--- config.mk ---
export PLATFORM = sky130hd
export DESIGN_NAME = rename_dispatch
export DESIGN_NICKNAME = d
export VERILOG_FILES = /design/src/core_pkg.sv /design/src/rename_dispatch.sv
export VERILOG_INCLUDE_DIRS = /design/src
export SDC_FILE = /design/constraint.sdc
export NUM_CORES = 1
export LEC_CHECK = 0
export BUFFER_PORTS_ARGS = -buffer_cell sky130_fd_sc_hd__buf_2
export CAP_MARGIN = 30
export CORE_AREA = 2 2 135 137
export CTS_CLUSTER_SIZE = 40
export DETAILED_ROUTE_END_ITERATION = 8
export DIE_AREA = 0 0 137 139
export SLEW_MARGIN = 20
export SYNTH_ARGS = -nofsm -noshare
export SYNTH_HDL_FRONTEND = slang
export SYNTH_SLANG_ARGS = --single-unit
--- constraint.sdc ---
create_clock -name clk -period 3.12 [get_ports clk]
set_input_delay 0.936 -clock clk [delete_from_list [all_inputs] [get_ports clk]]
set_output_delay 0.936 -clock clk [all_outputs]
set_load 0.01 [all_outputs]
--- src/core_settings.svh ---
// global widths and issue queue sizing for the integer core slice
`ifndef CORE_SETTINGS_SVH
`define CORE_SETTINGS_SVH

// data path width
`define XLEN 32

// instruction tag width, supplied by the source
`define TAG_W 6

// issue queue entries, also the credit count after reset
`define IQ_DEPTH 8

// credit counter must hold IQ_DEPTH
`define CREDIT_W 4

`endif
--- src/core_pkg.sv ---
// shared opcode constants, ALU operations and operand selects of the core slice
package core_pkg;

  // major opcodes of the supported classes
  localparam logic [6:0] OPC_OP     = 7'b0110011;
  localparam logic [6:0] OPC_OP_IMM = 7'b0010011;
  localparam logic [6:0] OPC_LUI    = 7'b0110111;
  localparam logic [6:0] OPC_AUIPC  = 7'b0010111;

  // integer ALU operations
  typedef enum logic [4:0] {
    ALU_ADD,
    ALU_SUB,
    ALU_SLL,
    ALU_SLT,
    ALU_SLTU,
    ALU_XOR,
    ALU_SRL,
    ALU_SRA,
    ALU_OR,
    ALU_AND,
    ALU_PASS_B
  } alu_op_t;

  // source of operand 1
  typedef enum logic [1:0] {
    SRC_REG,
    SRC_PC,
    SRC_ZERO
  } src_sel_t;

endpackage

--- src/rename_dispatch.sv ---
// rename stage building operands, forwarding LUI results and dispatching under credits
`timescale 1ns/100ps
`include "core_settings.svh"

module rename_dispatch (
  input  logic                 clk,
  input  logic                 rst_n,
  input  logic                 dec_valid,
  input  logic [`XLEN-1:0]     dec_pc,
  input  logic [`TAG_W-1:0]    dec_tag,
  input  core_pkg::alu_op_t    dec_op,
  input  core_pkg::src_sel_t   dec_src1_sel,
  input  logic                 dec_uses_rs2,
  input  logic                 dec_forward,
  input  logic [4:0]           dec_rd,
  input  logic [4:0]           dec_rs1,
  input  logic [4:0]           dec_rs2,
  input  logic [`XLEN-1:0]     dec_imm,
  input  logic                 rs1_ready,
  input  logic [`XLEN-1:0]     rs1_tagval,
  input  logic                 rs2_ready,
  input  logic [`XLEN-1:0]     rs2_tagval,
  input  logic                 credit_return,
  input  logic                 fwd_busy,
  input  logic                 result_valid,
  input  logic [`TAG_W-1:0]    result_tag,
  input  logic [`XLEN-1:0]     result_value,
  output logic                 rename_stall,
  output logic [4:0]           rs1,
  output logic [4:0]           rs2,
  output logic                 rat_alloc,
  output logic [4:0]           alloc_rd,
  output logic [`TAG_W-1:0]    alloc_tag,
  output logic                 dispatch_valid,
  output logic [`TAG_W-1:0]    disp_tag,
  output core_pkg::alu_op_t    disp_op,
  output logic                 disp_op1_ready,
  output logic [`XLEN-1:0]     disp_op1,
  output logic                 disp_op2_ready,
  output logic [`XLEN-1:0]     disp_op2,
  output logic                 fwd_valid,
  output logic [`TAG_W-1:0]    fwd_tag,
  output logic [`XLEN-1:0]     fwd_value
);
  import core_pkg::*;

  logic [`CREDIT_W-1:0] credits;
  logic                 byp1, byp2;
  logic                 src1_ready, src2_ready;
  logic [`XLEN-1:0]     src1_val, src2_val;
  logic                 go;

  assign rs1 = dec_rs1;
  assign rs2 = dec_rs2;

  // catch a producer broadcasting in the same cycle as the RAT read
  assign byp1       = result_valid && !rs1_ready && rs1_tagval[`TAG_W-1:0] == result_tag;
  assign byp2       = result_valid && !rs2_ready && rs2_tagval[`TAG_W-1:0] == result_tag;
  assign src1_ready = rs1_ready | byp1;
  assign src1_val   = byp1 ? result_value : rs1_tagval;
  assign src2_ready = rs2_ready | byp2;
  assign src2_val   = byp2 ? result_value : rs2_tagval;

  always_comb begin
    case (dec_src1_sel)
      SRC_PC: begin
        disp_op1_ready = 1'b1;
        disp_op1       = dec_pc;
      end
      SRC_ZERO: begin
        disp_op1_ready = 1'b1;
        disp_op1       = '0;
      end
      default: begin
        disp_op1_ready = src1_ready;
        disp_op1       = src1_val;
      end
    endcase
    // OP reads rs2, everything else takes the immediate
    if (dec_uses_rs2) begin
      disp_op2_ready = src2_ready;
      disp_op2       = src2_val;
    end else begin
      disp_op2_ready = 1'b1;
      disp_op2       = dec_imm;
    end
  end

  // forwards wait on the ALU, queue-bound instructions on credits
  assign rename_stall   = dec_valid && (dec_forward ? fwd_busy : (credits == '0));
  assign go             = dec_valid && !rename_stall;
  assign dispatch_valid = go && !dec_forward;
  assign fwd_valid      = go && dec_forward;
  assign disp_tag       = dec_tag;
  assign disp_op        = dec_op;
  assign fwd_tag        = dec_tag;
  assign fwd_value      = dec_imm;

  assign rat_alloc = go && (dec_rd != 5'd0);
  assign alloc_rd  = dec_rd;
  assign alloc_tag = dec_tag;

  always_ff @(posedge clk or negedge rst_n) begin
    if (!rst_n) begin
      credits <= `CREDIT_W'(`IQ_DEPTH);
    end else begin
      credits <= credits + `CREDIT_W'(credit_return) - `CREDIT_W'(dispatch_valid);
    end
  end

endmodule

# Yosys cells after proc, flatten, opt, wreduce, memory -nomap -nowiden
# Cells that the tools add are included.
# W data, S select, Z words.
dict set report word_totals {
  ff_bits 4
  output_inout_bits 140
  wordCells 32
}
dict set report classes {
  add_sub_neg 2
  n_eq_ne 4
  muxes 7
  bitwise 2
  reduce_logical 16
}
# operator n
set ops {}
lappend ops {{$mux W32} 3}
lappend ops {{$pmux W32 S2} 1}
lappend ops {{$eq A6 B6 Y1} 2}
lappend ops {{$logic_and A1 B1 Y1} 9}
lappend ops {{$reduce_bool A5 Y1} 1}
lappend ops {{$add A4 B1 Y4} 1}
lappend ops {{$logic_not A1 Y1} 4}
lappend ops {{$logic_not A4 Y1} 1}
lappend ops {{$sub A4 B1 Y4} 1}
lappend ops {{$mux W1} 3}
lappend ops {{$eq A2 B1 Y1 const B} 1}
lappend ops {{$eq A2 B2 Y1 const B} 1}
lappend ops {{$or A1 B1 Y1} 2}
lappend ops {{$reduce_or A2 Y1} 1}

# Depth between registers and ports, before layout
# Gate-level depths: netlist (run 1).
dict set report logic_depth {
  ltp_word 7
  ltp_mapped 12
  mapped_depth_nobuf 12
}

# Worst setup path after synthesis (run 1)
# No wires, ideal clock.
dict set report synth_timing {
  path_type {input -> output}
  startpoint {input port dec_src1_sel[1]}
  endpoint {output port disp_op1[2]}
  t_arrival_ps 2211
  required_time_ps 2184
  path_slack_ps -27
  path_stages 9
  path_buffers 3
  cell_sequence {inv_1 > ha_1 > buf_2 > nor2b_1 > buf_2 > buf_2 > nand2_1 > a41oi_1 > a31o_1}
}
dict set report synth_between {
  elab_chain_len 2
  word_cells_on_any_way 3
  cone_classes {eq/ne: 2; mux: 1}
}
# item line
set synth_lines {}
lappend synth_lines {{start: declaration} rename_dispatch.sv:12} ;# input core_pkg::src_sel_t dec_src1_sel,
lappend synth_lines {{$eq A2 B2 Y1 / $eq A2 B1 Y1 (equally long branches)} rename_dispatch.sv:65} ;# case (dec_src1_sel)
lappend synth_lines {{$pmux W32 S2 *} rename_dispatch.sv:65}
lappend synth_lines {{end: declaration} rename_dispatch.sv:38} ;# output logic [`XLEN-1:0] disp_op1,
# Every way passes the cells marked *; elsewhere a longest branch is shown, timed or not.

# Worst setup path after layout (run 1)
dict set report layout_timing {
  startpoint {input port result_tag[5]}
  endpoint {output port disp_op1[21]}
}
dict set report layout_between {
  elab_chain_len 4
}
# item line
set layout_lines {}
lappend layout_lines {{start: declaration} rename_dispatch.sv:26} ;# input logic [`TAG_W-1:0] result_tag,
lappend layout_lines {{$eq A6 B6 Y1} rename_dispatch.sv:57} ;# assign byp1 = result_valid && !rs1_ready && rs1_tagval[`TAG_W-1:0] == result_tag;
lappend layout_lines {{$logic_and A1 B1 Y1} rename_dispatch.sv:57}
lappend layout_lines {{$mux W32} rename_dispatch.sv:60} ;# assign src1_val = byp1 ? result_value : rs1_tagval;
lappend layout_lines {{$pmux W32 S2} rename_dispatch.sv:65}
# No other way between the ends.

==> flow_summary_export.csv, run 1 <==
group,metric,value,unit
clocking,cts.sinks,4,
synthesis,syn_area_per_cell,8.19,um^2
worst_setup_path,startpoint_type,"primary input",
clocking,clk_pin_slew_worst_paths,0.03,ns
finish,top_regs,"credits (4)",
power_and_ir_drop,power_leakage,2.46,nW
placed_design,portBuffers,289,
min_path,hold_class,"primary input to async pin",
timing,worst_slew_pin_slew,0.381,ns
timing,max_freq,302,MHz
timing,worst_slew_margin_rel,74.6,%
clocking,clk_path_buf_depth,2,
placed_design,post-place-ws,-0.283,ns
floorplan,die_area,0.0190,mm^2
timing,finClkSkew,0.00414,ns
finish,fin_nets,806,
power_and_ir_drop,clkPwrFrac,16.8,%
synthesis,yosys-top-cells-area,"buf_4 (19%), mux2_2 (14%), mux2_1 (11%)",
finish,most-common-layout-cells,"buf_2 (261), mux2_2 (36), buf_6 (33)",
synthesis,synth_seq_cells,4,
worst_setup_path,rr_endpoint,"credits[3]$_DFF_PN1_",
synthesis,syn_nets,563,
clocking,cts_hold_buf,0,
finish,final_area,0.00521,mm^2
clocking,ctsRootBufferMaster,"clkbuf_16",
finish,regMostFlops,"credits",
timing,setup_viol,64,
clocking,cts_made_buffers,3,
detailed_routing,dr.pass1.iters,4,
detailed_routing,ant_nets,0,
power_and_ir_drop,p_sw,0.000498,W
synthesis,synth.distinct_cells,33,
timing,slew_violations,0,
finish,largest_reg_flops,4,
run,timing.max_cap.violations,0,
floorplan,start_util,16.3,%
worst_setup_path,worstSetupPathType,"primary input to output pin",
clocking,clkLatencyLatePin,0.23,ns
detailed_routing,routed_wl,14.3,mm
global_route,grt_remaining_overflow,0,
global_route,antenna_found_initial,2,
floorplan,core_area,0.0177,mm^2
outcome,status,"finished with violations",
power_and_ir_drop,p_per_area,239,mW/mm^2
worst_setup_path,arrival,2.38,ns
worst_setup_path,worstPathRequired,2.18,ns
clocking,htree_levels,1,
worst_setup_path,r2r_start,"credits[3]$_DFF_PN1_",
worst_setup_path,crit_path_end,"disp_op1[21]",
detailed_routing,first_iter_violations,82,
power_and_ir_drop,swShare,39.9,%
detailed_routing,vias,3787,
worst_setup_path,end_kind,"output pin",
finish,multiInputGateArea,0.00234,mm^2
floorplan,fp-row-count,49,
power_and_ir_drop,ir_worst_vdd,0.000308,V
floorplan,io_pins,344,
floorplan,die_height,139,um
global_route,grtUsageTotal,13.1,%
clocking,cts_tree,"done",
global_route,grt_max_degree,34,
synthesis,yosysTopAreaCell,"buf_4",
outcome,failed_checks,"negative setup slack",
placed_design,dp.final_hpwl,10.8,mm
global_route,grt_pass1_wl,19.8,mm
floorplan,die_width,137,um
detailed_routing,drc,0,
worst_setup_path,critPathLaunch,"result_tag[5]",
synthesis,syn_area,0.00288,mm^2
placed_design,place_area,0.00435,mm^2
synthesis,yosysSeqAreaShare,3.52,%
placed_design,place_congestion,0.733,
finish,syn2layout_area_growth,80.9,%
timing,finalCriticalPeriod,3.31,ns
worst_setup_path,r2r_slack,0.63,ns
power_and_ir_drop,combPwrFrac,75.1,%
finish,final_common_cell,"buf_2",
timing,rsz0062_at_grt,"yes",
finish,fill_cells,1892,
synthesis,yosysWarnings,0,
detailed_routing,wl_per_cell,17.4,um
finish,layout-drive-gt1-share,74.6,%
timing,timing.final.crit_share,106,%
detailed_routing,viasPerCell,4.60,
worst_setup_path,rr_worst_depth,12,
global_route,grt_pass1_vias,3672,
synthesis,syn-instance-count,352,
power_and_ir_drop,internal_power,0.000750,W
worst_setup_path,cp_max_fo,11,
finish,register_area,101,um^2
timing,final_hold_viol_count,0,
timing,final.setup.worst_slack,-0.193,ns
synthesis,synth_top_area_share,19.0,%
power_and_ir_drop,p_seq_share,8.1,%
==> cells in the mapped netlist <==
cell type / count
buf_4: 73
mux2_2: 36
nand2_1: 34
a22oi_1: 32
a41oi_1: 32
mux2_1: 28
a31o_1: 21
buf_2: 17
a31o_2: 11
xor2_1: 10
clkbuf_1: 8
inv_1: 7
ha_1: 6
buf_6: 5
xnor2_1: 4
a21oi_1: 3
dfrtp_1: 3
nor2_1: 3
and3_1: 2
buf_1: 2
nand3b_1: 2
nor2b_1: 2
a21o_1: 1
and4_1: 1
dfstp_2: 1
fa_1: 1
nand2b_1: 1
nand3_1: 1
nand4b_4: 1
nor3_1: 1
nor3_4: 1
nor4_2: 1
nor4b_1: 1
==> critical path, stage by stage <==
cell and delay [ns]:
buf_8 0.10, xor2_2 0.17, nor4_4 0.32, buf_6 0.20, buf_12 0.15, a41oi_1 0.12, a31o_2 0.25, buf_6 0.12
==> through the flow <==
stage	setup TNS [ns]	utilization [%]	cells	hold slack (ns)	total power [W]
after floorplan	-0.690	-	352	0.565	0.000604
after global placement	-12.33	24.6	802	0.577	0.000899
after detailed placement	-12.36	24.6	802	0.579	0.000912
after CTS	-8.53	27.8	815	0.508	0.00121
after global routing	-12.17	29.5	823	0.504	0.00136
final	-8.48	29.5	824	0.507	0.00125
==> worst min path at each step <==
stage | slack, ns | to | from | depth (start not counted)
floorplan | 0.57 | credits[3]$_DFF_PN1_ | credits[3]$_DFF_PN1_ | 3
global placement | 0.58 | credits[3]$_DFF_PN1_ | credits[3]$_DFF_PN1_ | 3
detailed placement | 0.58 | credits[3]$_DFF_PN1_ | credits[3]$_DFF_PN1_ | 3
CTS | 0.51 | credits[2]$_DFF_PN0_ | rst_n | 1
global route | 0.50 | credits[2]$_DFF_PN0_ | rst_n | 1
finish | 0.51 | credits[2]$_DFF_PN0_ | rst_n | 1
==> layer usage <==
| metal | global-route usage [%] | vias up | wire length (um) |
|---|---|---|---|
| li1 | - | 1763 | - |
| met1 | 15.1 | 1811 | 5590 |
| met2 | 25.5 | 197 | 7530 |
| met3 | 2.45 | 14 | 1140 |
| met4 | 1.47 | 2 | 80 |
| met5 | 0 | - | 13 |
==> kinds of logic after synthesis <==
logic type,Yosys count,synth area share (%)
buffers and inverters,112,26.1
AOI/OAI and AO/OA,100,28.6
muxes,64,25.0
and+or+nand+nor,51,9.20
xor gates and xnor gates,14,4.26
adders and majority gates,7,3.30
DFF,4,3.52
==> cell type report <==
cell class / count / share of cell area [%]
inverters: 7 / 0.504
well taps: 229 / 5.50
clock buffers: 4 / 1.51
repair buffers: 343 / 45.5
flip-flops and latches: 4 / 1.94
multi-input cells: 236 / 45.0
diodes: 1 / 0.0480
==> what timing repair did <==
action	CTS	global route
pin swaps	9	3
setup buffers	6	6
gates resized for setup	67	36
endpoints found under the setup margin	64	65
cloned	3	4
==> power groups by stage <==
stage               logic [W]  clock network (W)  registers [W]
floorplan            0.000506                  0      0.0000985
global placement     0.000798                  0       0.000102
detailed placement   0.000810                  0       0.000101
CTS                  0.000891           0.000214       0.000102
global route          0.00103           0.000225       0.000104
finish               0.000937           0.000210       0.000101
Power figures use the tool's default switching activity.
==> run 2, diff against run 1 <==
--- a/config.mk
+++ b/config.mk
@@ -12,6 +12,7 @@
 export CTS_CLUSTER_SIZE = 40
 export DETAILED_ROUTE_END_ITERATION = 8
 export DIE_AREA = 0 0 137 139
+export PLACE_DENSITY = 0.5
 export SLEW_MARGIN = 20
 export SYNTH_ARGS = -nofsm -noshare
 export SYNTH_HDL_FRONTEND = slang
==> run 2 against run 1 <==
The run still ends with negative setup slack left; die area unchanged; sequential power about the same; final cell count up 0.85%; worst setup slack worse by 0.019 ns; critical endpoint is now disp_op1[9].
==> flow_summary_export.csv, run 2 (synthesis gave the netlist of run 1 again) <==
group,metric,value,unit
detailed_routing,ant_nets,0,
finish,fill_cells,1906,
finish,regMostFlops,"credits",
timing,worst_slew_pin_slew,0.361,ns
outcome,status,"finished with violations",
detailed_routing,wl_per_cell,17.9,um
clocking,clkLatencyLatePin,0.23,ns
worst_setup_path,arrival,2.40,ns
worst_setup_path,worstPathRequired,2.18,ns
timing,slew_violations,0,
clocking,ctsRootBufferMaster,"clkbuf_16",
timing,timing.final.crit_share,107,%
global_route,grt_max_degree,25,
worst_setup_path,end_kind,"output pin",
detailed_routing,dr.pass1.iters,4,
worst_setup_path,path_buf_inv,4,
detailed_routing,vias,3789,
timing,max_freq,300,MHz
clocking,cts_tree,"done",
timing,final_hold_viol_count,0,
clocking,htree_levels,1,
power_and_ir_drop,ir_worst_vdd,0.000570,V
timing,final.setup.worst_slack,-0.212,ns
worst_setup_path,cp_max_fo,8,
timing,finalCriticalPeriod,3.33,ns
finish,syn2layout_area_growth,81.9,%
global_route,grt_pass1_vias,3769,
detailed_routing,first_iter_violations,96,
clocking,clk_path_buf_depth,2,
outcome,failed_checks,"negative setup slack",
detailed_routing,routed_wl,14.9,mm
global_route,grtUsageTotal,13.8,%
power_and_ir_drop,p_per_area,241,mW/mm^2
global_route,grt_pass1_wl,20.6,mm
timing,worst_slew_margin_rel,75.9,%
finish,top_regs,"credits (4)",
detailed_routing,viasPerCell,4.56,
floorplan,core_area,0.0177,mm^2
clocking,clk_pin_slew_worst_paths,0.03,ns
timing,rsz0062_at_grt,"yes",
worst_setup_path,startpoint_type,"primary input",
finish,final_common_cell,"buf_2",
floorplan,start_util,16.3,%
worst_setup_path,slowest_stage,"nor4_4",
timing,setup_viol,65,
min_path,hold_class,"primary input to async pin",
timing,finClkSkew,0.00553,ns
worst_setup_path,worstSetupPathType,"primary input to output pin",
global_route,antenna_found_initial,1,
finish,layout-drive-gt1-share,75.0,%
floorplan,io_pins,344,
run,timing.max_cap.violations,0,
floorplan,fp-row-count,49,
worst_setup_path,path_cells,"buf_8 > xor2_2 > nor4_4 > buf_12 > clkbuf_16 > a41oi_1 > a31o_2 > buf_6",
placed_design,post-place-ws,-0.267,ns
placed_design,portBuffers,289,
floorplan,die_width,137,um
floorplan,die_area,0.0190,mm^2
detailed_routing,drc,0,
finish,largest_reg_flops,4,
finish,most-common-layout-cells,"buf_2 (254), buf_6 (39), mux2_2 (36), buf_4 (36), nand2_1 (34)",
finish,instances_no_fill,831,
floorplan,die_height,139,um
clocking,cts.sinks,4,
clocking,cts_made_buffers,3,
placed_design,placed_cells,804,
worst_setup_path,cpPeakStageDelay,0.34,ns
global_route,grt_remaining_overflow,0,
placed_design,dp.final_hpwl,11.2,mm
finish,fin_nets,813,
worst_setup_path,cp_top_family,"buffers and inverters",
placed_design,place_congestion,0.801,
power_and_ir_drop,power_leakage,2.55,nW
==> run 2: changes by cell type in the layout (fill, tap and decap cells not counted), moves of 4 or more <==
cell	previous run	this run
buf_2	261	254
a22oi_1	25	29
buf_4	24	36
buf_12	17	13
mux2_1	19	10
mux2_4	9	18
a22oi_2	7	3
buf_6	33	39
==> run 2: metal layers <==
layer  part of all wire [%]  track usage (%)
met1                     38             15.4
met2                     54             27.3
met3                    6.9             1.72
met4                    1.5             2.71
met5                      0                0
==> run 2: power by group <==
group / leakage, nW / switching (W) / internal [W]
combinational: 2.46 / 0.000450 / 0.000503
clock: 0.0382 / 0.0000385 / 0.000169
sequential: 0.0455 / 0.0000121 / 0.0000888
total: 2.55 / 0.000501 / 0.000761
==> run 2: final cells by class <==
cell class	instances	area, um^2	area share (%)
multi-input combinational	236	2320	44.4
antenna	1	2.50	0.0477
clock buffer	4	78.8	1.50
tap	229	287	5.47
inverter	7	26.3	0.501
sequential	4	101	1.93
timing repair buffer	350	2420	46.2
==> run 2: final timing paths <==
kind,start,endpoint,slack (ns),cells after the start
worst max-delay path,result_tag[5],disp_op1[9],-0.21,8
worst min-delay path,rst_n,credits[1]$_DFF_PN0_,0.51,1
worst max register to register,credits[3]$_DFF_PN1_,credits[3]$_DFF_PN1_,0.63,12
worst min register to register,credits[3]$_DFF_PN1_,credits[3]$_DFF_PN1_,0.59,3
max in group asynchronous,rst_n,credits[3]$_DFF_PN1_,2.39,1
min in group clk,credits[3]$_DFF_PN1_,credits[3]$_DFF_PN1_,0.59,3
==> run 2: timing repair <==
item	CTS	global route
gates resized for setup	70	31
setup endpoints to repair	65	65
hold buffers	0	0
gates cloned	3	4
pin swaps	9	6
buffers inserted	15	1
==> run 2: stage by stage <==
stage / area [um^2] / hold WS [ns] / util (%) / setup TNS, ns / total power [W]
final: 5240 / 0.511 / 29.7 / -9.66 / 0.00126
after global routing: 5240 / 0.516 / 29.7 / -13.62 / 0.00136
after CTS: 5010 / 0.513 / 28.4 / -9.90 / 0.00123
after detailed placement: 4340 / 0.588 / 24.6 / -11.21 / 0.000915
after global placement: 4340 / 0.576 / 24.6 / -11.65 / 0.000908
after floorplan: 2880 / 0.565 / - / -0.690 / 0.000604
==> run 2: worst reg2reg max path: cells and delay by family, from the launching register on <==
kind	cells	cell delay, ns
AND/OR/NAND/NOR	3	0.50
flip-flops	1	0.50
buffers and inverters	2	0.09
XOR/XNOR	1	0.17
adder cells (fa/ha/maj)	3	0.62
AO/OA/AOI/OAI	3	0.54
